===== src/include/mbu_consts.svh =====
// Memory bank unit constants

`ifndef MBU_CONSTS_SVH
`define MBU_CONSTS_SVH

// Bank register file size and index width
`define MBU_NUM_BANKS     8
`define MBU_IDX_W         $clog2(`MBU_NUM_BANKS)

// I/O window, MB0 at 0x008 up to MB7 at 0x00F
`define MBU_IO_BASE       16'h0008

// Values read while the bank registers are still disabled
`define MBU_ROM_DEFAULT   8'h80
`define MBU_RAM_DEFAULT   8'h00

// AXI4-Lite bus widths and response codes
`define MBU_AXI_AW        16
`define MBU_AXI_DW        32
`define MBU_RESP_OKAY     2'b00
`define MBU_RESP_SLVERR   2'b10

`endif

===== src/rtl/mbu_pkg.sv =====
// Memory bank unit types

`default_nettype none

`include "mbu_consts.svh"

package mbu_pkg;

   // Control-unit read codes
   // Flags and MBx share the 01xxx decoder group
   typedef enum logic [4:0] {
      RADDR_IDLE  = 5'b00000,
      RADDR_FLAGS = 5'b01101,
      RADDR_MBX   = 5'b01110
   } mbu_raddr_e;

   // Control-unit write codes
   // AR to MBx lives in the 001xx group, flags in 01xxx
   typedef enum logic [4:0] {
      WADDR_IDLE   = 5'b00000,
      WADDR_AR_MBX = 5'b00100,
      WADDR_FLAGS  = 5'b01101
   } mbu_waddr_e;

   // Last grant given by the arbiter
   typedef enum logic [1:0] {
      GRANT_NONE = 2'b00,
      GRANT_UCTL = 2'b01,
      GRANT_IO   = 2'b10
   } mbu_arb_state_e;

   // Bank register request from a peer
   typedef struct packed {
      logic                  valid;
      logic                  we;
      logic [`MBU_IDX_W-1:0] index;
      logic [7:0]            wdata;
   } mbu_req_t;

   // Response, one cycle after the grant
   typedef struct packed {
      logic       ack;
      logic [7:0] rdata;
   } mbu_rsp_t;

endpackage

`default_nettype wire


===== src/rtl/mbu_top.sv =====
// Memory bank unit top level

`default_nettype none

`include "mbu_consts.svh"

module mbu_top import mbu_pkg::*; (
   input  logic                   clk,
   input  logic                   arst_n,
   // Control-unit side
   input  mbu_waddr_e             waddr,
   input  mbu_raddr_e             raddr,
   input  logic [2:0]             ir_index,
   input  logic [7:0]             ibus_in,
   input  logic [`MBU_IDX_W-1:0]  window,
   input  logic                   fprom,
   output logic [7:0]             ibus_out,
   output logic                   ibus_valid,
   output logic [7:0]             aext,
   output logic                   write_flags,
   output logic                   read_flags,
   // AXI4-Lite slave
   input  logic [`MBU_AXI_AW-1:0] awaddr,
   input  logic                   awvalid,
   output logic                   awready,
   input  logic [`MBU_AXI_DW-1:0] wdata,
   input  logic [3:0]             wstrb,
   input  logic                   wvalid,
   output logic                   wready,
   output logic [1:0]             bresp,
   output logic                   bvalid,
   input  logic                   bready,
   input  logic [`MBU_AXI_AW-1:0] araddr,
   input  logic                   arvalid,
   output logic                   arready,
   output logic [`MBU_AXI_DW-1:0] rdata,
   output logic [1:0]             rresp,
   output logic                   rvalid,
   input  logic                   rready
);

   mbu_req_t uctl_req;
   mbu_rsp_t uctl_rsp;
   mbu_req_t io_req;
   mbu_rsp_t io_rsp;
   mbu_req_t rf_req;
   mbu_rsp_t rf_rsp;

   // Processor peer
   mbu_uctl_port uctl_port_i (
      .clk, .arst_n, .waddr, .raddr, .ir_index, .ibus_in,
      .uctl_rsp, .uctl_req, .ibus_out, .ibus_valid, .write_flags, .read_flags
   );

   // I/O space peer
   mbu_io_port io_port_i (
      .clk, .arst_n,
      .awaddr, .awvalid, .awready, .wdata, .wstrb, .wvalid, .wready,
      .bresp, .bvalid, .bready,
      .araddr, .arvalid, .arready, .rdata, .rresp, .rvalid, .rready,
      .io_req, .io_rsp
   );

   // Control port has priority
   mbu_arbiter arbiter_i (
      .clk, .arst_n, .uctl_req, .io_req, .uctl_rsp, .io_rsp, .rf_req, .rf_rsp
   );

   mbu_bank_regfile regfile_i (
      .clk, .arst_n, .rf_req, .rf_rsp, .window, .fprom, .aext
   );

endmodule

`default_nettype wire


===== src/rtl/mbu_bank_regfile.sv =====
// Bank register file

`default_nettype none

`include "mbu_consts.svh"

module mbu_bank_regfile import mbu_pkg::*; (
   input  logic                  clk,
   input  logic                  arst_n,
   input  mbu_req_t              rf_req,
   output mbu_rsp_t              rf_rsp,
   input  logic [`MBU_IDX_W-1:0] window,
   input  logic                  fprom,
   output logic [7:0]            aext
);

   logic [7:0] mb_q [`MBU_NUM_BANKS];
   logic       en_q;
   logic       ack_q;
   logic [7:0] rdata_q;
   logic [7:0] dflt;

   // ROM switch high points every window at ROM
   assign dflt = fprom ? `MBU_ROM_DEFAULT : `MBU_RAM_DEFAULT;

   //////////////////////////////////////////////////
   // Registers and power-on enable
   //////////////////////////////////////////////////

   always_ff @(posedge clk or negedge arst_n) begin
      if (!arst_n) begin
         for (int i = 0; i < `MBU_NUM_BANKS; i++) begin
            mb_q[i] <= '0;
         end
         en_q <= 1'b0;
      end else if (rf_req.valid && rf_req.we) begin
         mb_q[rf_req.index] <= rf_req.wdata;
         // First write switches from defaults to real contents
         en_q <= 1'b1;
      end
   end

   //////////////////////////////////////////////////
   // Shared access port
   //////////////////////////////////////////////////

   // Every request is acked one cycle later
   always_ff @(posedge clk or negedge arst_n) begin
      if (!arst_n) begin
         ack_q <= 1'b0;
      end else begin
         ack_q <= rf_req.valid;
      end
   end

   // Read data, old contents on a write
   always_ff @(posedge clk) begin
      if (rf_req.valid) begin
         rdata_q <= en_q ? mb_q[rf_req.index] : dflt;
      end
   end

   assign rf_rsp.ack   = ack_q;
   assign rf_rsp.rdata = rdata_q;

   // Address extension, straight from the window number
   assign aext = en_q ? mb_q[window] : dflt;

endmodule

`default_nettype wire


===== src/rtl/mbu_arbiter.sv =====
// Bank register arbiter

`default_nettype none

module mbu_arbiter import mbu_pkg::*; (
   input  logic     clk,
   input  logic     arst_n,
   input  mbu_req_t uctl_req,
   input  mbu_req_t io_req,
   output mbu_rsp_t uctl_rsp,
   output mbu_rsp_t io_rsp,
   output mbu_req_t rf_req,
   input  mbu_rsp_t rf_rsp
);

   mbu_arb_state_e grant_q;
   mbu_arb_state_e grant_d;
   logic           io_elig;

   // I/O request is still valid in its ack cycle, skip it then
   assign io_elig = io_req.valid & (grant_q != GRANT_IO);

   //////////////////////////////////////////////////
   // Grant, control port first
   //////////////////////////////////////////////////

   always_comb begin
      rf_req  = '0;
      grant_d = GRANT_NONE;
      if (uctl_req.valid) begin
         rf_req  = uctl_req;
         grant_d = GRANT_UCTL;
      end else if (io_elig) begin
         rf_req  = io_req;
         grant_d = GRANT_IO;
      end
   end

   always_ff @(posedge clk or negedge arst_n) begin
      if (!arst_n) begin
         grant_q <= GRANT_NONE;
      end else begin
         grant_q <= grant_d;
      end
   end

   //////////////////////////////////////////////////
   // Response steering
   //////////////////////////////////////////////////

   // Both peers see rdata, only the granted one sees ack
   assign uctl_rsp.ack   = rf_rsp.ack & (grant_q == GRANT_UCTL);
   assign uctl_rsp.rdata = rf_rsp.rdata;
   assign io_rsp.ack     = rf_rsp.ack & (grant_q == GRANT_IO);
   assign io_rsp.rdata   = rf_rsp.rdata;

endmodule

`default_nettype wire


===== src/rtl/mbu_io_port.sv =====
// AXI4-Lite I/O port

`default_nettype none

`include "mbu_consts.svh"

module mbu_io_port import mbu_pkg::*; (
   input  logic                   clk,
   input  logic                   arst_n,
   input  logic [`MBU_AXI_AW-1:0] awaddr,
   input  logic                   awvalid,
   output logic                   awready,
   input  logic [`MBU_AXI_DW-1:0] wdata,
   input  logic [3:0]             wstrb,
   input  logic                   wvalid,
   output logic                   wready,
   output logic [1:0]             bresp,
   output logic                   bvalid,
   input  logic                   bready,
   input  logic [`MBU_AXI_AW-1:0] araddr,
   input  logic                   arvalid,
   output logic                   arready,
   output logic [`MBU_AXI_DW-1:0] rdata,
   output logic [1:0]             rresp,
   output logic                   rvalid,
   input  logic                   rready,
   output mbu_req_t               io_req,
   input  mbu_rsp_t               io_rsp
);

   localparam int unsigned WIN_LSB = `MBU_IDX_W;
   localparam logic [`MBU_AXI_AW-1:0] IO_BASE = `MBU_IO_BASE;

   logic                  idle;
   logic                  wr_go;
   logic                  rd_go;
   logic                  aw_in_win;
   logic                  ar_in_win;
   logic                  busy_q;
   logic                  bvalid_q;
   logic                  rvalid_q;
   logic [1:0]            bresp_q;
   logic [1:0]            rresp_q;
   // Request payload and read data
   logic                  we_q;
   logic [`MBU_IDX_W-1:0] idx_q;
   logic [7:0]            wdat_q;
   logic [7:0]            rdat_q;

   // Window match on the address bits above the register index
   assign aw_in_win = (awaddr[`MBU_AXI_AW-1:WIN_LSB] == IO_BASE[`MBU_AXI_AW-1:WIN_LSB]);
   assign ar_in_win = (araddr[`MBU_AXI_AW-1:WIN_LSB] == IO_BASE[`MBU_AXI_AW-1:WIN_LSB]);

   //////////////////////////////////////////////////
   // Address acceptance
   //////////////////////////////////////////////////

   // Nothing outstanding and no response waiting
   assign idle  = ~busy_q & ~bvalid_q & ~rvalid_q;
   // Write needs address and data together, and goes before a read
   assign wr_go = idle & awvalid & wvalid;
   assign rd_go = idle & arvalid & ~(awvalid & wvalid);

   assign awready = wr_go;
   assign wready  = wr_go;
   assign arready = rd_go;

   //////////////////////////////////////////////////
   // Transaction control
   //////////////////////////////////////////////////

   always_ff @(posedge clk or negedge arst_n) begin
      if (!arst_n) begin
         busy_q   <= 1'b0;
         bvalid_q <= 1'b0;
         rvalid_q <= 1'b0;
         bresp_q  <= `MBU_RESP_OKAY;
         rresp_q  <= `MBU_RESP_OKAY;
      end else begin
         if (wr_go) begin
            // Out of window gets SLVERR at once
            // A write without byte 0 strobe has nothing to store
            if (!aw_in_win) begin
               bvalid_q <= 1'b1;
               bresp_q  <= `MBU_RESP_SLVERR;
            end else if (!wstrb[0]) begin
               bvalid_q <= 1'b1;
               bresp_q  <= `MBU_RESP_OKAY;
            end else begin
               busy_q <= 1'b1;
            end
         end else if (rd_go) begin
            if (!ar_in_win) begin
               rvalid_q <= 1'b1;
               rresp_q  <= `MBU_RESP_SLVERR;
            end else begin
               busy_q <= 1'b1;
            end
         end
         // Ack ends the register access, response follows next cycle
         if (busy_q && io_rsp.ack) begin
            busy_q <= 1'b0;
            if (we_q) begin
               bvalid_q <= 1'b1;
               bresp_q  <= `MBU_RESP_OKAY;
            end else begin
               rvalid_q <= 1'b1;
               rresp_q  <= `MBU_RESP_OKAY;
            end
         end
         // Responses hold until the master takes them
         if (bvalid_q && bready) bvalid_q <= 1'b0;
         if (rvalid_q && rready) rvalid_q <= 1'b0;
      end
   end

   // Payload capture
   always_ff @(posedge clk) begin
      if (wr_go) begin
         we_q   <= 1'b1;
         idx_q  <= awaddr[`MBU_IDX_W-1:0];
         wdat_q <= wdata[7:0];
      end else if (rd_go) begin
         we_q   <= 1'b0;
         idx_q  <= araddr[`MBU_IDX_W-1:0];
         wdat_q <= '0;
      end
      // SLVERR reads return zero
      if (rd_go && !ar_in_win) rdat_q <= '0;
      if (busy_q && io_rsp.ack && !we_q) rdat_q <= io_rsp.rdata;
   end

   assign io_req.valid = busy_q;
   assign io_req.we    = we_q;
   assign io_req.index = idx_q;
   assign io_req.wdata = wdat_q;

   assign bvalid = bvalid_q;
   assign bresp  = bresp_q;
   assign rvalid = rvalid_q;
   assign rresp  = rresp_q;
   assign rdata  = {{(`MBU_AXI_DW-8){1'b0}}, rdat_q};

endmodule

`default_nettype wire


===== src/rtl/mbu_uctl_port.sv =====
// Control-unit port

`default_nettype none

module mbu_uctl_port import mbu_pkg::*; (
   input  logic       clk,
   input  logic       arst_n,
   input  mbu_waddr_e waddr,
   input  mbu_raddr_e raddr,
   input  logic [2:0] ir_index,
   input  logic [7:0] ibus_in,
   input  mbu_rsp_t   uctl_rsp,
   output mbu_req_t   uctl_req,
   output logic [7:0] ibus_out,
   output logic       ibus_valid,
   output logic       write_flags,
   output logic       read_flags
);

   // Code values as plain vectors for the decoder selects
   localparam logic [4:0] RD_FLG = RADDR_FLAGS;
   localparam logic [4:0] RD_MBX = RADDR_MBX;
   localparam logic [4:0] WR_FLG = WADDR_FLAGS;
   localparam logic [4:0] WR_MBX = WADDR_AR_MBX;

   logic [7:0] rdec;
   logic [7:0] wdec;
   logic       rd_mbx;
   logic       wr_mbx;
   logic       rd_pend_q;

   //////////////////////////////////////////////////
   // Code decoders
   //////////////////////////////////////////////////

   // 3-to-8 decoders, enabled on the 01xxx group
   always_comb begin
      rdec = '0;
      wdec = '0;
      if (raddr[4:3] == RD_FLG[4:3]) rdec[raddr[2:0]] = 1'b1;
      if (waddr[4:3] == WR_FLG[4:3]) wdec[waddr[2:0]] = 1'b1;
   end

   // Flag unit strobes, same cycle as the code
   assign read_flags  = rdec[RD_FLG[2:0]];
   assign write_flags = wdec[WR_FLG[2:0]];

   // MBx read shares the read decoder
   assign rd_mbx = rdec[RD_MBX[2:0]];
   // AR to MBx covers the whole 001xx group
   assign wr_mbx = (waddr[4:2] == WR_MBX[4:2]);

   //////////////////////////////////////////////////
   // Bank register request
   //////////////////////////////////////////////////

   // Single-cycle request, write wins over a read in the same cycle
   assign uctl_req.valid = wr_mbx | rd_mbx;
   assign uctl_req.we    = wr_mbx;
   assign uctl_req.index = ir_index;
   assign uctl_req.wdata = ibus_in;

   // Remember an issued read until its ack comes back
   always_ff @(posedge clk or negedge arst_n) begin
      if (!arst_n) begin
         rd_pend_q <= 1'b0;
      end else begin
         rd_pend_q <= rd_mbx & ~wr_mbx;
      end
   end

   // Register file rdata is already registered
   assign ibus_out   = uctl_rsp.rdata;
   assign ibus_valid = rd_pend_q & uctl_rsp.ack;

endmodule

`default_nettype wire


===== config.mk =====
export PLATFORM = sky130hd
export DESIGN_NAME = mbu_top
export DESIGN_NICKNAME = d
export VERILOG_FILES = /design/src/rtl/mbu_pkg.sv /design/src/rtl/mbu_top.sv /design/src/rtl/mbu_bank_regfile.sv /design/src/rtl/mbu_arbiter.sv /design/src/rtl/mbu_io_port.sv /design/src/rtl/mbu_uctl_port.sv
export VERILOG_INCLUDE_DIRS = /design/src /design/src/include
export SDC_FILE = /design/constraint.sdc
export NUM_CORES = 1
export LEC_CHECK = 0
export BUFFER_PORTS_ARGS = -buffer_cell sky130_fd_sc_hd__buf_2
export CAP_MARGIN = 20
export CORE_ASPECT_RATIO = 1.75
export CORE_MARGIN = 2
export CORE_UTILIZATION = 54
export CTS_CLUSTER_SIZE = 24
export DETAILED_ROUTE_END_ITERATION = 6
export MAX_ROUTING_LAYER = met4
export PLACE_DENSITY = 0.92
export SLEW_MARGIN = 0
export SYNTH_ARGS = -nofsm -noshare
export SYNTH_HDL_FRONTEND = slang
export SYNTH_HIERARCHICAL = 1
export SYNTH_SLANG_ARGS = --single-unit
export TNS_END_PERCENT = 10

===== constraint.sdc =====
create_clock -name clk -period 2.7 [get_ports clk]
set_clock_uncertainty 0.05 [all_clocks]
set_input_delay 0.675 -clock clk [delete_from_list [all_inputs] [get_ports clk]]
set_output_delay 0.675 -clock clk [all_outputs]
set_load 0.1 [all_outputs]

==> metrics.txt, run 1 <==
share of cells above drive strength 1=0.545; data arrival at the endpoint of the critical path=1.94 ns; global-route usage over all layers=0.244; Place WS=-0.281 ns; antenna violations before repair=0; achievable frequency=375 MHz; fraction of the core area covered by cells at the end of the flow=0.657; Chip Width=84.5 um; top post-synthesis cells by area=sky130_fd_sc_hd__dfrtp_1 (31%), sky130_fd_sc_hd__edfxtp_1 (13%), sky130_fd_sc_hd__mux2_2 (12%); number of primary I/O pins=160; Worst Setup Start Kind=flop; critical path class=reg2out; fraction of post-synthesis cell area in the top cell type by area=0.310; HPWL after detailed placement=10.8 mm; Worst path max stage delay=0.54 ns; Total Neg Setup Slack=0 ns; final max-slew violation count=0; clock insertion delay at the later pin of the skew report=0.35 ns; Antenna Cells=0; dominant synthesized flop cell=sky130_fd_sc_hd__dfrtp_1; result of the run=finished clean; Max-slew headroom=0.478; Sinks on Clock Net=104; global placement routability congestion=0.894; Least-Margin Pin Slew=0.783 ns; library cell with the largest summed area after synthesis=sky130_fd_sc_hd__dfrtp_1; largest net degree at the start of global routing=44; slowest library cell on the worst path=sky130_fd_sc_hd__dfrtp_1; Yosys warnings=6; Critical Path RT=1.98 ns; Row Count=51; final wirelength=14.2 mm; Root Buffer Master=sky130_fd_sc_hd__clkbuf_16; total die area=12,200 um2; Leak=0.00333 uW; critical-path cell list=nor3_4 -> nand3_4 -> clkinv_2 -> buf_2; Antenna Violating Nets Remaining=0; fraction of the yosys area taken by sequential cells=0.446; mean cell area of the mapped netlist=12.8 um2; via count=4,253; Starting DRT DRC Count=280; final setup vio count=0; setup repair after global routing missed its margin=true; slack of the critical path=0.0303 ns; final routed DRC violation total=0; Max FO, Critical Path=16; Wirelength per Cell=19.5 um; Final min period=2.67 ns; number of H-tree levels=3; maximum buffer depth of the clock tree=2; commonest cells after routing, fill and taps aside=sky130_fd_sc_hd__buf_2 (98), sky130_fd_sc_hd__dfrtp_1 (76), sky130_fd_sc_hd__mux2_2 (66); clock tree from TritonCTS=done; most common cell after layout, fill and taps aside=sky130_fd_sc_hd__buf_2; synth-to-layout area growth=19.1%; instance count of the mapped netlist=477; Hold Violations, Final=0; ratio of final minimum period to clock period=0.989; largest vdd supply drop=0.517 mV; vias per cell=5.85; router iterations before antenna repair=4; die outline height=145 um; number of buffers inserted during clock tree synthesis=9; wire length of the first global-routing pass=22.7 mm; total of buffers placed on input and output ports=108; Mapped Area=6130 um2; number of buffers inserted to repair setup after CTS=0; power density of the placed cells=566 nW/um2; CP Capture Type=output port; placed instance area=6870 um2; placeable core region=11,100 um2; Post-synth EDFFs=27; vias in the first global route=4,642; # Max-Cap Violations=0; final net count=690; count of cell types in the netlist=61; total congestion overflow=0; final instance area=7300 um2; type of the worst min-delay path=in2async; FF+latch count, synth=104; proportion of synthesized flip-flops having asynchronous set or reset=0.731; Initial Util=0.552; number of hold-repair buffers added at the cts stage=0; CTS clk-pin slew, worst paths=0.07 ns
[registers in the layout, indices dropped and copies added, names as in the netlist, 2 cells and up]
signal,count
regfile_i/rdata_q,8
io_port_i/wdat_q,8
io_port_i/bresp,2
io_port_i/rresp,2
arbiter_i/grant_q,2
io_port_i/idx_q,3
io_port_i/rdat_q,8
regfile_i/mb_q,64
[cell families after synthesis]
| family | count (synthesis) | share of synthesized area |
|---|---|---|
| buf+inv | 94 | 0.113 |
| flops | 104 | 0.446 |
| compound gates | 46 | 0.0617 |
| mux | 105 | 0.234 |
| other cells | 1 | 0.000612 |
| simple gates | 127 | 0.145 |
[cell usage after synthesis, types with 6 or more instances]
master                      n
sky130_fd_sc_hd__edfxtp_1  27
sky130_fd_sc_hd__nand3b_1  13
sky130_fd_sc_hd__nand3_1    6
sky130_fd_sc_hd__nand2_1   18
sky130_fd_sc_hd__and2_1    18
sky130_fd_sc_hd__a32o_1    12
sky130_fd_sc_hd__mux2i_1   16
sky130_fd_sc_hd__buf_2      8
sky130_fd_sc_hd__buf_4     67
sky130_fd_sc_hd__a21boi_0   7
sky130_fd_sc_hd__a21oi_1    7
sky130_fd_sc_hd__nor2_2     8
sky130_fd_sc_hd__nor2b_1   15
sky130_fd_sc_hd__nor2_1     7
sky130_fd_sc_hd__mux2_2    66
sky130_fd_sc_hd__and2b_2    7
sky130_fd_sc_hd__dfrtp_1   76
sky130_fd_sc_hd__buf_6      9
sky130_fd_sc_hd__mux4_2    20
[critical path: cells and delay by family, from the launching register on]
kind / cells / cell delay (ns)
buffers and inverters: 2 / 0.64
DFF: 1 / 0.54
and+or+nand+nor: 2 / 0.42
[per-layer routing]
layer  vias up  track usage  routed length [um]
met5         -            -                   0
met4         0        0.139                 623
met3        49       0.0330                 674
li1       1878            -                   -
met2       193        0.428                7790
met1      2133        0.257                5080
[metrics by stage]
| stage | total power, uW | hold slack, ns | instances |
|---|---|---|---|
| detailed placement | 2860 | 0.420 | 711 |
| floorplan | 2690 | 0.329 | 500 |
| global route | 4270 | 0.0982 | 727 |
| global placement | 2830 | 0.419 | 711 |
| finish | 4130 | 0.0959 | 727 |
| CTS | 4150 | 0.0885 | 727 |
[path summary, 6_finish.rpt]
path                                    start                  to  slack, ns  cells after the start
setup / recovery             io_port_i/busy_q             awready       0.03                      4
hold / removal                         arst_n    io_port_i/rvalid        0.1                      1
setup reg to reg             io_port_i/busy_q  regfile_i/mb_q[47]       0.37                      7
hold reg to reg            io_port_i/rresp[0]  io_port_i/rresp[0]       0.44                      1
max in group asynchronous              arst_n  regfile_i/mb_q[19]       1.73                      2
min in group clk           io_port_i/rresp[0]  io_port_i/rresp[0]       0.44                      1
[report_power, final]
part | switching (uW) | internal, uW | total [uW]
clock | 601 | 692 | 1290
sequential | 66.7 | 1730 | 1800
combinational | 796 | 245 | 1040
[layout make-up]
type | count | area (um2)
fill | 799 | 3810
multi-input combinational | 302 | 2910
inverter | 6 | 23.8
clock inverter | 6 | 46.3
clock buffer | 10 | 250
tap | 132 | 165
timing repair buffer | 167 | 1170
sequential | 104 | 2730
[repair_timing]
item | CTS | global route
pin swaps | 0 | 0
gates resized for setup | 24 | 7
setup endpoints to repair | 8 | 9
(Power assumes the default switching activity.)
==> inputs of run 2 (changes only) <==
--- a/config.mk
+++ b/config.mk
@@ -9,12 +9,12 @@
 export BUFFER_PORTS_ARGS = -buffer_cell sky130_fd_sc_hd__buf_2
 export CAP_MARGIN = 20
 export CORE_ASPECT_RATIO = 1.75
-export CORE_MARGIN = 2
 export CORE_UTILIZATION = 54
 export CTS_CLUSTER_SIZE = 24
 export DETAILED_ROUTE_END_ITERATION = 6
 export MAX_ROUTING_LAYER = met4
 export PLACE_DENSITY = 0.92
+export RECOVER_POWER = 25
 export SLEW_MARGIN = 0
 export SYNTH_ARGS = -nofsm -noshare
 export SYNTH_HDL_FRONTEND = slang
==> run 2 against run 1 <==
The flow now finishes with violations (max-capacitance violations, max-slew violations, negative setup slack); global-route usage up 4.1 points; setup slack worse by 0.097 ns; count of clock-buffer cells in the layout is 1 higher; routed wire length grew 4.3%; critical endpoint is now aext[1]; largest cell class unchanged; largest power group unchanged.
==> metrics.txt, run 2 (synthesized netlist as in run 1, its figures left out) <==
commonest cells after routing, fill and taps aside=sky130_fd_sc_hd__buf_2 (96), sky130_fd_sc_hd__dfrtp_1 (75), sky130_fd_sc_hd__mux2_2 (66); setup repair after global routing missed its margin=true; final hold slack=0.437 ns; number of hold-repair buffers added at the cts stage=0; Worst Setup Start Kind=input pin; total die area=11,800 um2; Starting DRT DRC Count=348; total of buffers placed on input and output ports=108; R2R cell count=7; number of H-tree levels=3; data arrival at the endpoint of the critical path=2.04 ns; critical path class=in2out; ratio of final minimum period to clock period=1.02; critical-path cell list=buf_12 -> buf_12 -> mux4_2 -> mux2i_2 -> buf_4 -> nor2b_4 -> buf_12; global placement routability congestion=0.894; share of cells above drive strength 1=0.544; antenna violations before repair=0; Row Count=51; Min-Delay Path Depth=1; router iterations before antenna repair=4; achievable frequency=361 MHz; slowest library cell on the worst path=sky130_fd_sc_hd__mux4_2; placeable core region=11,100 um2; Leak=0.00329 uW; CP Capture Type=output port; die outline height=143 um; Place WS=-0.331 ns; Final Power=4160 uW; Critical Path RT=1.98 ns; largest vdd supply drop=0.628 mV; # Max-Cap Violations=1; Antenna Cells=0; slack of the critical path=-0.0669 ns; Max FO, Critical Path=8; result of the run=finished, violations left; placed instance area=6800 um2; final wirelength=14.8 mm; final max-slew violation count=77; number of flip-flops under the largest register name=64; Antenna Violating Nets Remaining=0; total congestion overflow=0; final setup vio count=1; wire length of the first global-routing pass=23.5 mm; synth-to-layout area growth=18.1%; fill cell count=776; number of buffers inserted during clock tree synthesis=9; clock tree from TritonCTS=done; maximum buffer depth of the clock tree=2; via count=4,251; type of the worst min-delay path=reg2reg; Max-slew headroom=-0.229; number of primary I/O pins=160; worst path buffer plus inverter count=4; vias per cell=5.89; largest net degree at the start of global routing=77; final instance area=7230 um2; most common cell after layout, fill and taps aside=sky130_fd_sc_hd__buf_2; power density of the placed cells=575 nW/um2; violations in the final reports=max-capacitance violations, max-slew violations, negative setup slack; family with the most delay on the worst path=multiplexers; Hold Violations, Final=0; Storage cell area=2730 um2; Wirelength per Cell=20.5 um; clock insertion delay at the later pin of the skew report=0.36 ns; vias in the first global route=4,554; Initial Util=0.552; Chip Width=82.5 um; Root Buffer Master=sky130_fd_sc_hd__clkbuf_16; CTS clk-pin slew, worst paths=0.07 ns; HPWL after detailed placement=10.5 mm; count of cell instances traversed by the critical path=7; Total Neg Setup Slack=-0.0669 ns; Sinks on Clock Net=104; Final min period=2.77 ns; global-route usage over all layers=0.284; Worst path max stage delay=0.53 ns; final net count=685; Least-Margin Pin Slew=1.84 ns; register with the highest flop count=regfile_i/mb_q; multi-input combinational cell area=2900 um2; Crit path top cell by count=sky130_fd_sc_hd__buf_12; final routed DRC violation total=0
[run 2: cell types whose count changed in the layout (fill, tap and decap cells not counted), sizes merged]
cell	delta
clkbuf	+4
clkinv	-1
buf	-8
[run 2: worst reg2reg max path: stages (launching register included)]
cell and delay (ns):
sky130_fd_sc_hd__dfrtp_1 0.39, sky130_fd_sc_hd__nand2b_4 0.22, sky130_fd_sc_hd__a32o_2 0.38, sky130_fd_sc_hd__nand3b_1 0.26, sky130_fd_sc_hd__buf_4 0.19, sky130_fd_sc_hd__nor2_2 0.17, sky130_fd_sc_hd__buf_4 0.20, sky130_fd_sc_hd__mux2_2 0.35
[run 2: path summary, 6_finish.rpt]
check                                endpoint  slack (ns)                 start
min in group asynchronous  regfile_i/mb_q[56]        0.84                arst_n
setup reg to reg           regfile_i/mb_q[40]        0.38  arbiter_i/grant_q[0]
hold reg to reg            io_port_i/rresp[0]        0.44    io_port_i/rresp[0]
setup / recovery                      aext[1]       -0.07             window[0]
max in group asynchronous    io_port_i/busy_q        0.52                arst_n
hold / removal             io_port_i/rresp[0]        0.44    io_port_i/rresp[0]
[run 2: power breakdown]
group	internal (uW)	total (uW)	switching, uW
sequential	1730	1800	65.3
combinational	248	1050	803
clock	697	1310	613
[run 2: per-stage QoR]
stage | cells | util
finish | 722 | 0.651
floorplan | 500 | -
CTS | 722 | 0.650
detailed placement | 704 | 0.612
global placement | 704 | 0.612
global route | 722 | 0.651
[run 2: area by class of cell]
type	count	area share
clock buffers	11	0.0351
clock inverters	5	0.00588
inverters	6	0.00329
multi-input cells	302	0.401
flip-flops and latches	104	0.378
well taps	132	0.0228
repair buffers	162	0.153
[run 2: routing by layer]
layer	vias up	track usage	wire [um]	part of all wire
met5	-	-	0	0
met4	0	0.163	754	0.051
met3	52	0.0530	843	0.057
met2	230	0.484	8110	0.55
met1	2093	0.300	5060	0.34
li1	1876	-	-	-
[run 2: repair_timing]
action                                 4_1_cts  5_1_grt
setup endpoints to repair                   10       32
gates cloned                                 1        0
endpoints found under the hold margin        0        0
pin swaps                                    0        1
buffers inserted                             1        0
resized for setup                           24        9
